[src/rtl/tag_cmp_cfg.svh]
/*
  Tag compare configuration
  port count, associativity, field widths and SECDED code sizes
*/
`ifndef TAG_CMP_CFG_SVH
`define TAG_CMP_CFG_SVH

`define TC_NR_PORTS 2
`define TC_WAYS     2
`define TC_INDEX_W  4

// tag carries four check bits and one overall parity bit
`define TC_TAG_W    10
`define TC_TAG_CW   15

// data is protected in blocks of two bytes
`define TC_BLK_W    16
`define TC_BLK_CW   22
`define TC_BLOCKS   2
`define TC_LINE_W   32
`define TC_BYTES    4

`endif
[src/rtl/tag_cmp_pkg.sv]
/*
  Tag compare types
  decoded and encoded cache lines and their write enables
*/
`include "tag_cmp_cfg.svh"

package tag_cmp_pkg;

  // line as seen by the request ports
  typedef struct packed {
    logic                  valid;
    logic [`TC_TAG_W-1:0]  tag;
    logic [`TC_LINE_W-1:0] data;
  } cache_line_t;

  // line as stored in the arrays, valid is kept unencoded
  typedef struct packed {
    logic                                  valid;
    logic [`TC_TAG_CW-1:0]                 tag;
    logic [`TC_BLOCKS-1:0][`TC_BLK_CW-1:0] data;
  } sram_line_t;

  typedef struct packed {
    logic                 valid;
    logic                 tag;
    logic [`TC_BYTES-1:0] data;
  } cl_be_t;

  // one enable per ECC block
  typedef struct packed {
    logic                  valid;
    logic                  tag;
    logic [`TC_BLOCKS-1:0] data;
  } sram_be_t;

endpackage

[src/rtl/sram_req_if.sv]
/*
  Array request bundle
  one-cycle request from the arbiter to the ECC codec, carrying the
  decoded write line with byte enables
*/
`timescale 1ns/1ps
`include "tag_cmp_cfg.svh"

interface sram_req_if import tag_cmp_pkg::*; ();

  logic [`TC_WAYS-1:0]    req;
  logic                   we;
  logic [`TC_INDEX_W-1:0] addr;
  cl_be_t                 be;
  cache_line_t            wline;

  modport source (output req, we, addr, be, wline);
  modport sink   (input  req, we, addr, be, wline);

endinterface

[src/rtl/tag_cmp.sv]
/*
  Tag compare stage
  arbitrates the request ports onto SECDED protected tag and data
  arrays and reports per-way hits and ECC errors
*/
`timescale 1ns/1ps
`include "tag_cmp_cfg.svh"

module tag_cmp import tag_cmp_pkg::*; (
  input  logic                                      clk_i,
  input  logic                                      rst_ni,
  input  logic [`TC_NR_PORTS-1:0][`TC_WAYS-1:0]     req_i,
  output logic [`TC_NR_PORTS-1:0]                   gnt_o,
  input  logic [`TC_NR_PORTS-1:0][`TC_INDEX_W-1:0]  addr_i,
  input  cache_line_t [`TC_NR_PORTS-1:0]            wdata_i,
  input  logic [`TC_NR_PORTS-1:0]                   we_i,
  input  cl_be_t [`TC_NR_PORTS-1:0]                 be_i,
  output cache_line_t [`TC_WAYS-1:0]                rdata_o,
  // late tag, one cycle after the grant
  input  logic [`TC_NR_PORTS-1:0][`TC_TAG_W-1:0]    tag_i,
  output logic [`TC_WAYS-1:0]                       hit_way_o,
  output logic                                      corr_o,
  output logic                                      uncorr_o,
  output logic [`TC_WAYS-1:0]                       sram_req_o,
  output logic                                      sram_we_o,
  output logic [`TC_INDEX_W-1:0]                    sram_addr_o,
  output sram_line_t                                sram_wdata_o,
  output sram_be_t                                  sram_be_o,
  input  sram_line_t [`TC_WAYS-1:0]                 sram_rdata_i
);

  sram_req_if sram_bus ();

  cache_line_t             loaded;
  logic [`TC_NR_PORTS-1:0] id;
  logic [`TC_WAYS-1:0]     way_valid;

  for (genvar w = 0; w < `TC_WAYS; w++) begin : g_valid
    assign way_valid[w] = rdata_o[w].valid;
  end

  req_select req_select_i (
    .clk_i    (clk_i),
    .rst_ni   (rst_ni),
    .req_i    (req_i),
    .addr_i   (addr_i),
    .wdata_i  (wdata_i),
    .we_i     (we_i),
    .be_i     (be_i),
    .loaded_i (loaded),
    .gnt_o    (gnt_o),
    .id_o     (id),
    .bus      (sram_bus.source)
  );

  // in the write-back cycle the issued ways are the buffered ones
  line_codec line_codec_i (
    .bus          (sram_bus.sink),
    .sram_rdata_i (sram_rdata_i),
    .way_sel_i    (sram_bus.req),
    .sram_req_o   (sram_req_o),
    .sram_we_o    (sram_we_o),
    .sram_addr_o  (sram_addr_o),
    .sram_wdata_o (sram_wdata_o),
    .sram_be_o    (sram_be_o),
    .rdata_o      (rdata_o),
    .loaded_o     (loaded),
    .corr_o       (corr_o),
    .uncorr_o     (uncorr_o)
  );

  tag_hit tag_hit_i (
    .clk_i     (clk_i),
    .rst_ni    (rst_ni),
    .tag_i     (tag_i),
    .id_i      (id),
    .stored_i  (sram_rdata_i),
    .valid_i   (way_valid),
    .hit_way_o (hit_way_o)
  );

endmodule

[src/rtl/tag_hit.sv]
/*
  Tag hit detection
  encodes the late tag of the granted port and compares it with each
  stored tag codeword, tolerating one differing bit
*/
`timescale 1ns/1ps
`include "tag_cmp_cfg.svh"

module tag_hit import tag_cmp_pkg::*; (
  input  logic                                   clk_i,
  input  logic                                   rst_ni,
  input  logic [`TC_NR_PORTS-1:0][`TC_TAG_W-1:0] tag_i,
  input  logic [`TC_NR_PORTS-1:0]                id_i,
  input  sram_line_t [`TC_WAYS-1:0]              stored_i,
  input  logic [`TC_WAYS-1:0]                    valid_i,
  output logic [`TC_WAYS-1:0]                    hit_way_o
);

  logic [`TC_TAG_W-1:0]                sel_tag;
  logic [`TC_TAG_CW-1:0]               sel_cw;
  logic [`TC_WAYS-1:0][`TC_TAG_CW-1:0] diff;

  always_comb begin
    sel_tag = '0;
    for (int unsigned i = 0; i < `TC_NR_PORTS; i++) begin
      if (id_i[i]) begin
        sel_tag = tag_i[i];
      end
    end
  end

  secded_enc #(.K(`TC_TAG_W)) sel_enc_i (.data_i(sel_tag), .code_o(sel_cw));

  // a single flipped stored bit still counts as a hit
  for (genvar w = 0; w < `TC_WAYS; w++) begin : g_cmp
    assign diff[w]      = sel_cw ^ stored_i[w].tag;
    assign hit_way_o[w] = valid_i[w] && ((diff[w] & (diff[w] - 1'b1)) == '0);
  end

  // after a grant the line can live in one way only
  a_hit_onehot: assert property (@(posedge clk_i) disable iff (!rst_ni)
    (|id_i) |-> $onehot0(hit_way_o))
    else $error("hit_way_o not onehot0: %b", hit_way_o);

endmodule

[src/rtl/line_codec.sv]
/*
  Line codec
  encodes the outgoing line, decodes the line of every way and
  combines the error flags of the valid ways
*/
`timescale 1ns/1ps
`include "tag_cmp_cfg.svh"

module line_codec import tag_cmp_pkg::*; (
  sram_req_if.sink                   bus,
  input  sram_line_t [`TC_WAYS-1:0]  sram_rdata_i,
  input  logic [`TC_WAYS-1:0]        way_sel_i,
  output logic [`TC_WAYS-1:0]        sram_req_o,
  output logic                       sram_we_o,
  output logic [`TC_INDEX_W-1:0]     sram_addr_o,
  output sram_line_t                 sram_wdata_o,
  output sram_be_t                   sram_be_o,
  output cache_line_t [`TC_WAYS-1:0] rdata_o,
  output cache_line_t                loaded_o,
  output logic                       corr_o,
  output logic                       uncorr_o
);

  localparam int unsigned BPB = `TC_BYTES / `TC_BLOCKS;

  logic [`TC_BLOCKS-1:0][`TC_BLK_CW-1:0] wblk_cw;
  logic [`TC_TAG_CW-1:0]                 wtag_cw;
  logic [`TC_WAYS-1:0][`TC_TAG_W-1:0]    rtag;
  logic [`TC_WAYS-1:0][`TC_LINE_W-1:0]   rdat;
  // bit TC_BLOCKS holds the tag decoder
  logic [`TC_WAYS-1:0][`TC_BLOCKS:0]     err_c;
  logic [`TC_WAYS-1:0][`TC_BLOCKS:0]     err_u;

  assign sram_req_o  = bus.req;
  assign sram_we_o   = bus.we;
  assign sram_addr_o = bus.addr;

  // write path
  secded_enc #(.K(`TC_TAG_W)) tag_enc_i (.data_i(bus.wline.tag), .code_o(wtag_cw));

  for (genvar b = 0; b < `TC_BLOCKS; b++) begin : g_wblk
    secded_enc #(.K(`TC_BLK_W)) blk_enc_i (
      .data_i (bus.wline.data[b*`TC_BLK_W +: `TC_BLK_W]),
      .code_o (wblk_cw[b])
    );
  end

  always_comb begin
    sram_wdata_o.valid = bus.wline.valid;
    sram_wdata_o.tag   = wtag_cw;
    sram_wdata_o.data  = wblk_cw;
    sram_be_o.valid    = bus.be.valid;
    sram_be_o.tag      = bus.be.tag;
    // a block is written when any of its bytes is
    for (int unsigned b = 0; b < `TC_BLOCKS; b++) begin
      sram_be_o.data[b] = |bus.be.data[b*BPB +: BPB];
    end
  end

  // read path, one decoder per block and tag in every way
  for (genvar w = 0; w < `TC_WAYS; w++) begin : g_way
    secded_dec #(.K(`TC_TAG_W)) tag_dec_i (
      .code_i   (sram_rdata_i[w].tag),
      .data_o   (rtag[w]),
      .corr_o   (err_c[w][`TC_BLOCKS]),
      .uncorr_o (err_u[w][`TC_BLOCKS])
    );
    for (genvar b = 0; b < `TC_BLOCKS; b++) begin : g_rblk
      secded_dec #(.K(`TC_BLK_W)) blk_dec_i (
        .code_i   (sram_rdata_i[w].data[b]),
        .data_o   (rdat[w][b*`TC_BLK_W +: `TC_BLK_W]),
        .corr_o   (err_c[w][b]),
        .uncorr_o (err_u[w][b])
      );
    end
    assign rdata_o[w] = '{valid: sram_rdata_i[w].valid, tag: rtag[w], data: rdat[w]};
  end

  // lowest selected way feeds the merge
  always_comb begin
    loaded_o = '0;
    for (int w = `TC_WAYS - 1; w >= 0; w--) begin
      if (way_sel_i[w]) begin
        loaded_o = rdata_o[w];
      end
    end
  end

  always_comb begin
    corr_o   = 1'b0;
    uncorr_o = 1'b0;
    for (int unsigned w = 0; w < `TC_WAYS; w++) begin
      if (sram_rdata_i[w].valid) begin
        corr_o   |= |err_c[w];
        uncorr_o |= |err_u[w];
      end
    end
  end

endmodule

[src/rtl/req_select.sv]
/*
  Request selection
  fixed-priority arbiter over the request ports with a two-state store
  FSM; a write that splits an ECC block is turned into a read followed
  by a merged write-back one cycle later
*/
`timescale 1ns/1ps
`include "tag_cmp_cfg.svh"

module req_select import tag_cmp_pkg::*; (
  input  logic                                      clk_i,
  input  logic                                      rst_ni,
  input  logic [`TC_NR_PORTS-1:0][`TC_WAYS-1:0]     req_i,
  input  logic [`TC_NR_PORTS-1:0][`TC_INDEX_W-1:0]  addr_i,
  input  cache_line_t [`TC_NR_PORTS-1:0]            wdata_i,
  input  logic [`TC_NR_PORTS-1:0]                   we_i,
  input  cl_be_t [`TC_NR_PORTS-1:0]                 be_i,
  input  cache_line_t                               loaded_i,
  output logic [`TC_NR_PORTS-1:0]                   gnt_o,
  output logic [`TC_NR_PORTS-1:0]                   id_o,
  sram_req_if.source                                bus
);

  localparam int unsigned BPB = `TC_BYTES / `TC_BLOCKS;

  typedef enum logic {NORMAL, LOAD_AND_STORE} store_state_e;

  store_state_e                   state_d, state_q;
  logic [`TC_NR_PORTS-1:0]        id_d, id_q;
  logic [`TC_WAYS-1:0]            req_d, req_q;
  logic [`TC_INDEX_W-1:0]         addr_d, addr_q;
  cache_line_t                    line_d, line_q;
  cl_be_t                         be_d, be_q;
  cache_line_t                    merged;

  // true when some block has both set and clear byte enables
  function automatic logic splits_block(logic [`TC_BYTES-1:0] be);
    logic mixed;
    mixed = 1'b0;
    for (int unsigned b = 0; b < `TC_BLOCKS; b++) begin
      mixed |= (|be[b*BPB +: BPB]) && !(&be[b*BPB +: BPB]);
    end
    return mixed;
  endfunction

  // ---------------------------------------------------------------------------
  // byte merge of the buffered write into the line read back
  // ---------------------------------------------------------------------------
  always_comb begin
    merged = loaded_i;
    if (be_q.valid) begin
      merged.valid = line_q.valid;
    end
    if (be_q.tag) begin
      merged.tag = line_q.tag;
    end
    for (int unsigned i = 0; i < `TC_BYTES; i++) begin
      if (be_q.data[i]) begin
        merged.data[i*8 +: 8] = line_q.data[i*8 +: 8];
      end
    end
  end

  // ---------------------------------------------------------------------------
  // arbitration and store FSM
  // ---------------------------------------------------------------------------
  always_comb begin
    logic found;
    found     = 1'b0;
    state_d   = NORMAL;
    gnt_o     = '0;
    id_d      = '0;
    req_d     = req_q;
    addr_d    = addr_q;
    line_d    = line_q;
    be_d      = be_q;
    bus.req   = '0;
    bus.we    = 1'b0;
    bus.addr  = '0;
    bus.be    = '0;
    bus.wline = '0;
    if (state_q == NORMAL) begin
      // lowest port with any way bit wins
      for (int unsigned i = 0; i < `TC_NR_PORTS; i++) begin
        if (!found && (|req_i[i])) begin
          found     = 1'b1;
          gnt_o[i]  = 1'b1;
          id_d[i]   = 1'b1;
          bus.req   = req_i[i];
          bus.we    = we_i[i];
          bus.addr  = addr_i[i];
          bus.be    = be_i[i];
          bus.wline = wdata_i[i];
          req_d     = req_i[i];
          addr_d    = addr_i[i];
          line_d    = wdata_i[i];
          be_d      = be_i[i];
          // read the line first, write it back next cycle
          if (we_i[i] && splits_block(be_i[i].data)) begin
            state_d  = LOAD_AND_STORE;
            bus.we   = 1'b0;
            gnt_o[i] = 1'b0;
          end
        end
      end
    end else begin
      gnt_o     = id_q;
      id_d      = id_q;
      bus.req   = req_q;
      bus.we    = 1'b1;
      bus.addr  = addr_q;
      bus.be    = be_q;
      bus.wline = merged;
    end
  end

  always_ff @(posedge clk_i or negedge rst_ni) begin
    if (!rst_ni) begin
      state_q <= NORMAL;
      id_q    <= '0;
      req_q   <= '0;
      addr_q  <= '0;
      line_q  <= '0;
      be_q    <= '0;
    end else begin
      state_q <= state_d;
      id_q    <= id_d;
      req_q   <= req_d;
      addr_q  <= addr_d;
      line_q  <= line_d;
      be_q    <= be_d;
    end
  end

  assign id_o = id_q;

  // at most one port granted, also across the write-back cycle
  a_gnt_onehot: assert property (@(posedge clk_i) disable iff (!rst_ni)
    $onehot0(gnt_o))
    else $error("gnt_o not onehot0: %b", gnt_o);

  // write-back slot is a single cycle
  a_las_single: assert property (@(posedge clk_i) disable iff (!rst_ni)
    state_q == LOAD_AND_STORE |=> state_q == NORMAL)
    else $error("store FSM stayed in LOAD_AND_STORE");

endmodule

[src/rtl/secded_dec.sv]
/*
  SECDED decoder
  corrects a single flipped bit and flags a double error as
  uncorrectable
*/
`timescale 1ns/1ps

module secded_dec #(
  parameter  int unsigned K = 16,
  localparam int unsigned R = $clog2(K + $clog2(K) + 1)
) (
  input  logic [K+R:0] code_i,
  output logic [K-1:0] data_o,
  output logic         corr_o,
  output logic         uncorr_o
);

  localparam int unsigned N = K + R;

  logic [N:1]   hc;
  logic [R-1:0] syn;
  logic         par;

  always_comb begin
    int unsigned d;
    hc       = code_i[N-1:0];
    par      = ^code_i;
    syn      = '0;
    corr_o   = 1'b0;
    uncorr_o = 1'b0;
    for (int unsigned j = 0; j < R; j++) begin
      for (int unsigned p = 1; p <= N; p++) begin
        if (((p >> j) & 1) != 0) begin
          syn[j] ^= hc[p];
        end
      end
    end
    // odd weight means one flip, zero syndrome puts it on the parity bit
    if (par) begin
      if (syn == '0) begin
        corr_o = 1'b1;
      end else if (syn <= N) begin
        hc[syn] = ~hc[syn];
        corr_o  = 1'b1;
      end else begin
        uncorr_o = 1'b1;
      end
    end else if (syn != '0) begin
      uncorr_o = 1'b1;
    end
    // gather the data positions back
    data_o = '0;
    d      = 0;
    for (int unsigned p = 1; p <= N; p++) begin
      if ((p & (p - 1)) != 0) begin
        data_o[d] = hc[p];
        d++;
      end
    end
  end

endmodule

[src/rtl/secded_enc.sv]
/*
  SECDED encoder
  extended Hamming code over one block: check bits at the power-of-two
  positions, overall parity bit on top
*/
`timescale 1ns/1ps

module secded_enc #(
  parameter  int unsigned K = 16,
  localparam int unsigned R = $clog2(K + $clog2(K) + 1)
) (
  input  logic [K-1:0] data_i,
  output logic [K+R:0] code_o
);

  localparam int unsigned N = K + R;

  // hamming positions 1..N
  logic [N:1] hc;

  always_comb begin
    int unsigned d;
    hc = '0;
    d  = 0;
    // data fills the non-power-of-two positions in order
    for (int unsigned p = 1; p <= N; p++) begin
      if ((p & (p - 1)) != 0) begin
        hc[p] = data_i[d];
        d++;
      end
    end
    // check bit j covers every position with bit j set
    for (int unsigned j = 0; j < R; j++) begin
      for (int unsigned p = 1; p <= N; p++) begin
        if ((((p >> j) & 1) != 0) && (p != (1 << j))) begin
          hc[1 << j] ^= hc[p];
        end
      end
    end
  end

  assign code_o = {^hc, hc};

endmodule

[config.mk]
export PLATFORM = sky130hd
export DESIGN_NAME = tag_cmp
export DESIGN_NICKNAME = d
export VERILOG_FILES = /design/src/rtl/tag_cmp_pkg.sv /design/src/rtl/sram_req_if.sv /design/src/rtl/tag_cmp.sv /design/src/rtl/tag_hit.sv /design/src/rtl/line_codec.sv /design/src/rtl/req_select.sv /design/src/rtl/secded_dec.sv /design/src/rtl/secded_enc.sv
export VERILOG_INCLUDE_DIRS = /design/src /design/src/rtl
export SDC_FILE = /design/constraint.sdc
export NUM_CORES = 1
export LEC_CHECK = 0
export BUFFER_PORTS_ARGS = -buffer_cell sky130_fd_sc_hd__buf_2
export CAP_MARGIN = 25
export CORE_AREA = 2 2 162 164
export CTS_CLUSTER_DIAMETER = 40
export DETAILED_ROUTE_END_ITERATION = 8
export DIE_AREA = 0 0 164 166
export HOLD_SLACK_MARGIN = 0.03
export PLACE_DENSITY_LB_ADDON = 0.05
export SYNTH_ARGS = -nofsm -noshare
export SYNTH_HDL_FRONTEND = slang
export SYNTH_SLANG_ARGS = --single-unit
export TNS_END_PERCENT = 50
[constraint.sdc]
create_clock -name clk_i -period 29.4 [get_ports clk_i]
set_input_delay 8.82 -clock clk_i [delete_from_list [all_inputs] [get_ports clk_i]]
set_output_delay 8.82 -clock clk_i [all_outputs]
set_load 0.01 [all_outputs]
==> results of run 1 <==
==> power groups by stage <==
stage / registers, mW / logic [mW] / clock network [mW]
after floorplan: 0.0998 / 0.612 / 0
after global placement: 0.108 / 0.861 / 0
after detailed placement: 0.108 / 0.863 / 0
after CTS: 0.107 / 0.868 / 0.106
after global routing: 0.110 / 0.941 / 0.111
final: 0.108 / 0.882 / 0.106
==> logic make-up after synthesis <==
kind of cell	Yosys count	synth area share (%)
and+or+nand+nor	415	16.2
DFF	58	11.9
buffers and inverters	127	4.07
AOI/OAI and AO/OA	459	26.3
adders and majority gates	5	0.420
xor gates and xnor gates	338	31.9
muxes	102	9.20
==> metal layers <==
metal  track usage (%)  wire, µm
met1              46.8     20600
met2              60.8     24500
met3              4.65      4040
met4              15.1      2130
met5                 0        53
==> worst min path at each step <==
stage | endpoint | cells past startpoint
floorplan | req_select_i.line_q[31] | 1
global placement | req_select_i.line_q[33] | 2
detailed placement | req_select_i.line_q[34] | 2
CTS | req_select_i.line_q[34] | 2
global route | req_select_i.line_q[34] | 2
finish | req_select_i.line_q[34] | 2
==> cells in the final DEF, fill, tap and decap left out, types with 17 or more instances in the layout <==
master / count
buf_2: 416
xnor2_1: 184
nand2_1: 134
nor2_1: 95
o21ai_0: 93
xor2_1: 83
a21oi_1: 63
dfrtp_1: 57
a22oi_1: 54
mux2i_1: 51
inv_1: 49
mux2_2: 45
xnor3_1: 43
nor3_1: 40
nand3_1: 37
a21o_1: 31
o22ai_1: 29
a22o_1: 22
a221oi_1: 20
a31oi_1: 18
a211oi_1: 17
nand2b_1: 17
==> metrics by stage <==
step | hold slack (ns) | power, mW | area (µm²) | utilization (%) | setup slack [ns]
after detailed placement | 0.459 | 0.971 | 14500 | 56.7 | 6.85
final | 0.473 | 1.10 | 14800 | 57.9 | 6.81
after global placement | 0.453 | 0.969 | 14500 | 56.6 | 6.87
after floorplan | 0.441 | 0.712 | 12200 | - | 7.77
after CTS | 0.471 | 1.08 | 14800 | 57.8 | 6.82
after global routing | 0.486 | 1.16 | 14800 | 57.9 | 6.56
==> worst register-to-register path: stages (launching register included) <==
cell     delay [ns]
dfrtp_2        0.75
buf_4          0.59
inv_1          0.28
buf_4          0.30
nand2_1        0.47
buf_4          0.43
a22oi_1        0.15
==> cell type report <==
| cell class | count | area [µm²] |
|---|---|---|
| sequential | 58 | 1450 |
| clock buffer | 14 | 264 |
| tap | 335 | 419 |
| timing repair buffer | 430 | 2190 |
| fill | 2520 | 10800 |
| multi-input combinational | 1319 | 10300 |
| antenna | 6 | 15.0 |
| inverter | 50 | 188 |
| clock inverter | 2 | 35.0 |
==> registers in the layout, summed over array words and instances (netlist names) <==
signal and cells:
req_select_i.id_o 2, req_select_i.state_q 1, req_select_i.addr_q 4, req_select_i.be_q 6
req_select_i.line_q 43, req_select_i.req_q 2
==> qor.csv, run 1 <==
metric,value,unit
viasPerCell,6.19,
rsz0062_at_grt,false,
drc,0,
post_cts_buffers,0,
required,20.58,ns
endpoint,sram_wdata_o[21],
dieArea,27200,µm²
power.internal,523,µW
cap_violations,0,
antenna_found_initial,8,
netlist_top_cells_area,"xnor2_1 13%, dfrtp_1 12%, xnor3_1 7.9%, xor2_1 6.0%, mux2i_1 4.2%",
routedWlPerCell,23.2,µm
dr.pass1.iters,5,
track_usage,36.2,%
critPathSlowestCell,or4b_4,
clock_latency,0.33,ns
clkTransAtPathRegs,0.05,ns
worst_pin_slew,1.12,ns
crit_path_start_kind,input port,
dp.cells,2191,
fin_crit_sh,76.9,%
maxSlewHeadroom,24.3,%
crit_buf_inv,3,
fp.dieH,166,µm
post-dp-hpwl,41900,µm
synth_edf_count,0,
synthFlopType,dfrtp_1,
rr_endpoint,req_select_i.be_q[1],
cp_top_family,XOR/XNOR gates,
crit_path_start,sram_rdata_i[78],
yosysWarnings,0,
h-tree-depth,3,
path_max_fanout,9,
fin_cells,2214,
arrival,13.77,ns
worstSetupPathType,input port to output pin,
hold_path.class,register to register,
post_synth.cell_area_avg,8.12,µm²
globalplace.congestion,0.990,
initial_core_util,47.6,%
r2r_slack,26.30,ns
io_pins,417,
grt_remaining_overflow,0,
yosysTopAreaCellShare,13.2,%
ctsResizeCount,0,
grt_pass1_vias,13000,
p_seq_share,9.9,%
ir_worst_vdd,0.0842,mV
outcome,"complete, no violations",
cts_buffers,9,
power.share.clock,9.7,%
setup_tns,0,ns
clock_skew,0.00518,ns
ys_ff_latch,58,
root_buffer,clkbuf_16,
clock-sinks,58,
drt_wl_total,51300,µm
async_flop_share,100,%
worstReg2RegStart,req_select_i.state_q,
layout_min_cycle_time,22.59,ns
critical_path.cell_chain,buf_2 > xnor2_1 > xnor3_2 > xor2_1 > buf_4 > mux2i_1 > nor4_1 > or4b_4 > o31ai_1 > a21oi_1 > o32ai_1 > nor2_1 > xnor2_1 > xnor3_2 > xnor3_1 > buf_2,
end_kind,output pin,
grt_pass1_wl,76600,µm
finalSetupViolCount,0,
num_vias,13700,
drtIter0Drc,1157,
area_growth,21.6,%
cts_tree,yes,
drive_gt1_share,28.9,%
core.rowCount,59,
syn_area,12200,µm²
io_buffers,416,
nNetsFinal,2122,
r2r_cells,6,
cts_hold_buffers,0,
min_from,req_select_i.line_q[34],
switching_share,52.2,%
powerDensity,73.8,nW/µm²
post-synth-top-count-cell,xnor2_1,
grt_max_degree,59,
yosysUniqueCellTypes,91,
die_w,164,µm
core,25600,µm²
pwr-share-comb,80.5,%
antenna_left,0,
crit_cells,16,
switchingPower,572,µW
cts_buffer_depth,2,
syn_inst,1504,
drv_slew,0,
seq_area_frac_synth,11.9,%
synth_nets,1758,
final_hold_viol_count,0,
max_freq,0.0443,GHz
crit_path_max_incr_delay,0.62,ns
synthTopCellsByCount,"184 x xnor2_1, 134 x nand2_1, 99 x nor2_1",
p_leak,6.82,nW
yosys.area.top_type,xnor2_1,
(Power assumes the default switching activity.)
==> run 2: changes to the inputs <==
--- a/config.mk
+++ b/config.mk
@@ -8,10 +8,10 @@
 export LEC_CHECK = 0
 export BUFFER_PORTS_ARGS = -buffer_cell sky130_fd_sc_hd__buf_2
 export CAP_MARGIN = 25
-export CORE_AREA = 2 2 162 164
+export CORE_AREA = 2 2 160 162
 export CTS_CLUSTER_DIAMETER = 40
 export DETAILED_ROUTE_END_ITERATION = 8
-export DIE_AREA = 0 0 164 166
+export DIE_AREA = 0 0 162 164
 export HOLD_SLACK_MARGIN = 0.03
 export PLACE_DENSITY_LB_ADDON = 0.05
 export SYNTH_ARGS = -nofsm -noshare
==> constraint.sdc (replaced) <==
create_clock -name clk_i -period 22 [get_ports clk_i]
set_input_delay 6.6 -clock clk_i [delete_from_list [all_inputs] [get_ports clk_i]]
set_output_delay 6.6 -clock clk_i [all_outputs]
set_load 0.01 [all_outputs]
==> run 2 against run 1 <==
Compared with the run above:
- die area down 2.4%
- sequential power is 33% higher
- count of clock-buffer cells in the layout shrank 1
- power up 33%
- critical path depth decreased by 1
- worst setup slack got worse by 3.0 ns
- largest cell class unchanged
==> qor.csv, run 2 (synthesized netlist as in run 1, its figures left out) <==
metric,value,unit,change
power,1.46,mW,+33%
cap_violations,0,,unchanged
root_buffer,clkbuf_16,,
drt_wl_total,51100,µm,-0.49%
crit_cells,15,,-1
largest_reg_flops,43,,unchanged
antenna_found_initial,9,,+1
critPathSlowestCell,a2111oi_0,,
preCtsSetupSlack,3.97,ns,-2.89 ns
rsz0062_at_grt,false,,
timing.final.ws_setup,3.79,ns,-3.02 ns
hold_path.class,register to register,,
cts_buffer_depth,2,,unchanged
setup_tns,0,ns,unchanged
path_common_cell,xnor3_1,,
placed_area,14500,µm²,about the same
core,24800,µm²,-3.1%
core.rowCount,58,,-1.7%
finalSetupViolCount,0,,unchanged
largestRegisters,"req_select_i.line_q: 43 flops, req_select_i.be_q: 6 flops, req_select_i.addr_q: 4 flops",,
viasPerCell,6.18,,-0.25%
track_usage,36.4,%,+0.21 points
crit_path_max_incr_delay,0.85,ns,+0.23 ns
clock_latency,0.33,ns,about the same
hold_slack,0.474,ns,+0.00116 ns
drtIter0Drc,1123,,-2.9%
nNetsFinal,2124,,+0.094%
layout_min_cycle_time,18.21,ns,
grt_remaining_overflow,0,,unchanged
path_max_fanout,7,,-2
fp.dieH,164,µm,-1.2%
final_hold_viol_count,0,,unchanged
drive_gt1_share,29.1,%,+0.20 points
clock_skew,0.00294,ns,-0.00224 ns
top_register,req_select_i.line_q,,
layout_common_cells,"416 x buf_2, 184 x xnor2_1, 134 x nand2_1",,
arrival,11.61,ns,-2.16 ns
worst_pin_slew,1.09,ns,-0.0319 ns
die_w,162,µm,-1.2%
crit_buf_inv,2,,-1
fillCellCount,2378,,-5.6%
multiInputGateArea,10300,µm²,unchanged
area_growth,21.5,%,about the same
p_leak,6.83,nW,+0.15%
initial_core_util,49.2,%,+1.5 points
io_buffers,416,,unchanged
outcome,"complete, no violations",,
cts_hold_buffers,0,,unchanged
fin_area,14800,µm²,about the same
powerDensity,98.2,nW/µm²,+33%
grt_max_degree,59,,unchanged
dp.cells,2187,,-0.18%
post_cts_buffers,0,,unchanged
fin_cells,2209,,-0.23%
seq_area,1450,µm²,unchanged
ctsResizeCount,0,,unchanged
dieArea,26600,µm²,-2.4%
globalplace.congestion,0.964,,-2.6%
worstSetupPathType,input port to output pin,,
worstHoldPathCells,2,,unchanged
finish.utilization,59.8,%,+1.9 points
r2r_cells,6,,unchanged
final_common_cell,buf_2,,
ir_worst_vdd,0.118,mV,+40%
h-tree-depth,3,,unchanged
cts_tree,yes,,
max_freq,0.0549,GHz,
dr.pass1.iters,6,,+1
maxSlewHeadroom,26.9,%,+2.6 points
required,15.40,ns,-5.18 ns
clkTransAtPathRegs,0.05,ns,about the same
io_pins,417,,unchanged
drv_slew,0,,unchanged
routedWlPerCell,23.1,µm,-0.27%
num_vias,13600,,-0.47%
cts_buffers,9,,unchanged
grt_pass1_vias,12800,,-1.8%
crit_path_start_kind,input port,,
drc,0,,unchanged
post-dp-hpwl,41700,µm,-0.50%
cp_top_family,XOR/XNOR gates,,
antenna_left,0,,unchanged
critical_path.cell_chain,buf_2 > xnor2_1 > xnor3_1 > xnor3_1 > xnor2_2 > nand4b_1 > a2111oi_0 > nor3_1 > nor3_2 > xor2_1 > xnor2_1 > xnor3_1 > xnor2_1 > xnor3_1 > buf_2,,
clock-sinks,58,,unchanged
end_kind,output pin,,
grt_pass1_wl,74400,µm,-2.8%
fin_crit_sh,82.8,%,
[run 2: layer usage]
metal	vias up	share of wire (%)	GRT usage (%)
li1	6291	-	-
met5	-	0.14	0
met1	6488	40	45.8
met3	135	7.4	5.58
met4	12	4.4	15.7
met2	718	48	62.3
[run 2: report_power, final]
group | switching (mW) | internal (mW) | total (mW)
Clock | 0.0489 | 0.0874 | 0.136
Combinational | 0.695 | 0.482 | 1.18
Sequential | 0.0198 | 0.124 | 0.144
[run 2: worst paths after layout]
| check | endpoint | slack (ns) | start |
|---|---|---|---|
| hold reg to reg | req_select_i.line_q[2] | 0.47 | req_select_i.line_q[2] |
| setup / recovery | sram_wdata_o[43] | 3.79 | sram_rdata_i[35] |
| setup reg to reg | req_select_i.be_q[1] | 18.79 | req_select_i.state_q |
| min in group asynchronous | req_select_i.addr_q[3] | 6.42 | rst_ni |
| hold / removal | req_select_i.line_q[2] | 0.47 | req_select_i.line_q[2] |
| max in group asynchronous | req_select_i.state_q | 15.04 | rst_ni |
[run 2: tightest hold or removal path: cells and delay by family, from the launching register on]
family | cells | cell delay, ns
DFF | 1 | 0.33
and+or+nand+nor | 2 | 0.11
[run 2: layout make-up]
| cell class | instances | share of cell area, % |
|---|---|---|
| multi-input combinational | 1319 | 69.3 |
| sequential | 58 | 9.79 |
| clock buffer | 13 | 1.89 |
| antenna | 5 | 0.0843 |
| tap | 330 | 2.78 |
| clock inverter | 2 | 0.0675 |
| timing repair buffer | 432 | 14.8 |
| inverter | 50 | 1.27 |
==> run 3: changes to the inputs <==
==> constraint.sdc (replaced) <==
create_clock -name clk_i -period 17.9 [get_ports clk_i]
set_input_delay 5.37 -clock clk_i [delete_from_list [all_inputs] [get_ports clk_i]]
set_output_delay 5.37 -clock clk_i [all_outputs]
set_load 0.01 [all_outputs]
==> run 3 against run 2 <==
Compared with the run above:
- worst setup slack worse by 1.7 ns
- via count is 1.2% higher
- sequential power grew 24%
- register-to-register slack got worse by 4.2 ns
- utilization down 0.14 points
- clock power increased by 15%
- routed wire length up 1.6%
- critical path depth unchanged
- clock skew is essentially flat
- sequential share of layout area hardly changed
- first-iteration DRC count rose by 36%
- worst hold slack barely moved
- largest cell class unchanged
==> qor.csv, run 3 (synthesized netlist as in run 1, its figures left out) <==
metric,value,unit,change
maxSlewHeadroom,29.9,%,+3.0 points
rsz0062_at_grt,false,,
seq_area,1450,µm²,unchanged
clock-sinks,58,,unchanged
worstSetupPathType,input port to output pin,,
h-tree-depth,3,,unchanged
worstReg2RegStart,req_select_i.state_q,,
cts_buffers,9,,unchanged
rr_endpoint,req_select_i.be_q[1],,
root_buffer,clkbuf_16,,
p_leak,6.81,nW,-0.28%
post_cts_buffers,0,,unchanged
clock_latency,0.33,ns,about the same
hold_path.class,register to register,,
max_freq,0.0631,GHz,
final_hold_viol_count,0,,unchanged
dr.pass1.iters,6,,unchanged
finalSetupViolCount,0,,unchanged
layout_common_cells,"416 x buf_2, 184 x xnor2_1, 134 x nand2_1",,
antenna_found_initial,7,,-2
layout_min_cycle_time,15.85,ns,
final_common_cell,buf_2,,
initial_core_util,49.2,%,unchanged
hold_end,req_select_i.line_q[34],,
crit_path_start_kind,input port,,
power,1.79,mW,+23%
setup_tns,0,ns,unchanged
multiInputGateArea,10300,µm²,unchanged
clkTransAtPathRegs,0.05,ns,about the same
powerDensity,121,nW/µm²,+23%
drc,0,,unchanged
path_max_fanout,7,,unchanged
largestRegisters,"req_select_i.line_q: 43 flops, req_select_i.be_q: 6 flops, req_select_i.addr_q: 4 flops",,
dieArea,26600,µm²,unchanged
cts_hold_buffers,0,,unchanged
r2r_cells,6,,unchanged
num_vias,13800,,+1.2%
grt_remaining_overflow,0,,unchanged
min_from,req_select_i.line_q[34],,
end_kind,output pin,,
drtIter0Drc,1527,,+36%
top_register,req_select_i.line_q,,
outcome,"complete, no violations",,
area_growth,21.3,%,
cts_buffer_depth,2,,unchanged
die_w,162,µm,unchanged
required,12.53,ns,-2.87 ns
fillCellCount,2379,,+0.042%
track_usage,37.1,%,+0.64 points
drv_slew,0,,unchanged
antenna_left,0,,unchanged
cap_violations,0,,unchanged
r2r_slack,14.61,ns,-4.18 ns
arrival,10.48,ns,-1.13 ns
routedWlPerCell,23.5,µm,+1.6%
core,24800,µm²,unchanged
viasPerCell,6.26,,+1.3%
nNetsFinal,2123,,-0.047%
clock_skew,0.00299,ns,+0.0000450 ns
io_buffers,416,,unchanged
cts_tree,yes,,
worstHoldPathCells,2,,unchanged
grt_pass1_wl,76200,µm,+2.3%
post-dp-hpwl,42000,µm,+0.71%
core.rowCount,58,,unchanged
ctsResizeCount,0,,unchanged
grt_max_degree,59,,unchanged
globalplace.congestion,1.04,,+7.8%
drive_gt1_share,28.9,%,-0.16 points
io_pins,417,,unchanged
fp.dieH,164,µm,unchanged
fin_crit_sh,88.5,%,
grt_pass1_vias,13100,,+2.6%
largest_reg_flops,43,,unchanged
worst_pin_slew,1.04,ns,-0.0511 ns
drt_wl_total,51900,µm,+1.6%
ir_worst_vdd,0.127,mV,+7.2%
## run 3: layout make-up
class	count	share of cell area, %
diodes	4	0.0676
well taps	330	2.79
multi-input cells	1319	69.4
repair buffers	431	14.8
clock buffers	13	1.69
inverters	50	1.27
flip-flops and latches	58	9.81
clock inverters	3	0.101
## run 3: how the worst max path moves through the flow
stage / start / to / slack (ns)
finish: sram_rdata_i[36] / sram_wdata_o[43] / 2.05
global route: sram_rdata_i[36] / sram_wdata_o[43] / 1.95
CTS: sram_rdata_i[92] / sram_wdata_o[43] / 2.25
detailed placement: sram_rdata_i[92] / sram_wdata_o[43] / 2.28
global placement: sram_rdata_i[78] / sram_wdata_o[21] / 2.26
floorplan: sram_rdata_i[74] / sram_wdata_o[21] / 3.17
## run 3: routing by layer
layer	up-vias	share of wire, %	GRT usage [%]	wire (µm)
met5	-	0.10	0	54
met4	8	4.6	16.2	2390
met3	147	8.6	5.78	4460
met2	808	48	63.4	24700
met1	6559	39	46.5	20300
li1	6292	-	-	-
## run 3: stage by stage
step,setup slack (ns),hold WS (ns),util (%),cells,cell area (µm²)
2_1_floorplan,3.17,0.441,-,1504,12200
3_3_place_gp,2.26,0.452,58.5,2186,14500
3_5_place_dp,2.28,0.457,58.5,2186,14500
4_1_cts,2.25,0.470,59.5,2202,14800
5_1_grt,1.95,0.491,59.6,2207,14800
6_report,2.05,0.474,59.6,2208,14800
## run 3: worst max-delay path: stages
cell       delay (ns)
buf_2            0.13
xnor2_1          0.37
xnor3_1          0.55
xnor3_1          0.41
xnor2_2          0.34
nand4b_1         0.36
a2111oi_0        0.95
nor3_1           0.14
nor3_2           0.38
xor2_1           0.14
xnor2_1          0.30
xnor3_1          0.44
xnor2_1          0.20
xnor3_1          0.23
buf_2            0.14
## run 3: where the power goes
group          switching [mW]  leakage, nW  internal (mW)  total, mW
sequential             0.0253        0.689          0.153      0.178
clock                  0.0593        0.133         0.0967      0.156
combinational           0.861         5.99          0.592       1.45
total                   0.945         6.81          0.841       1.79
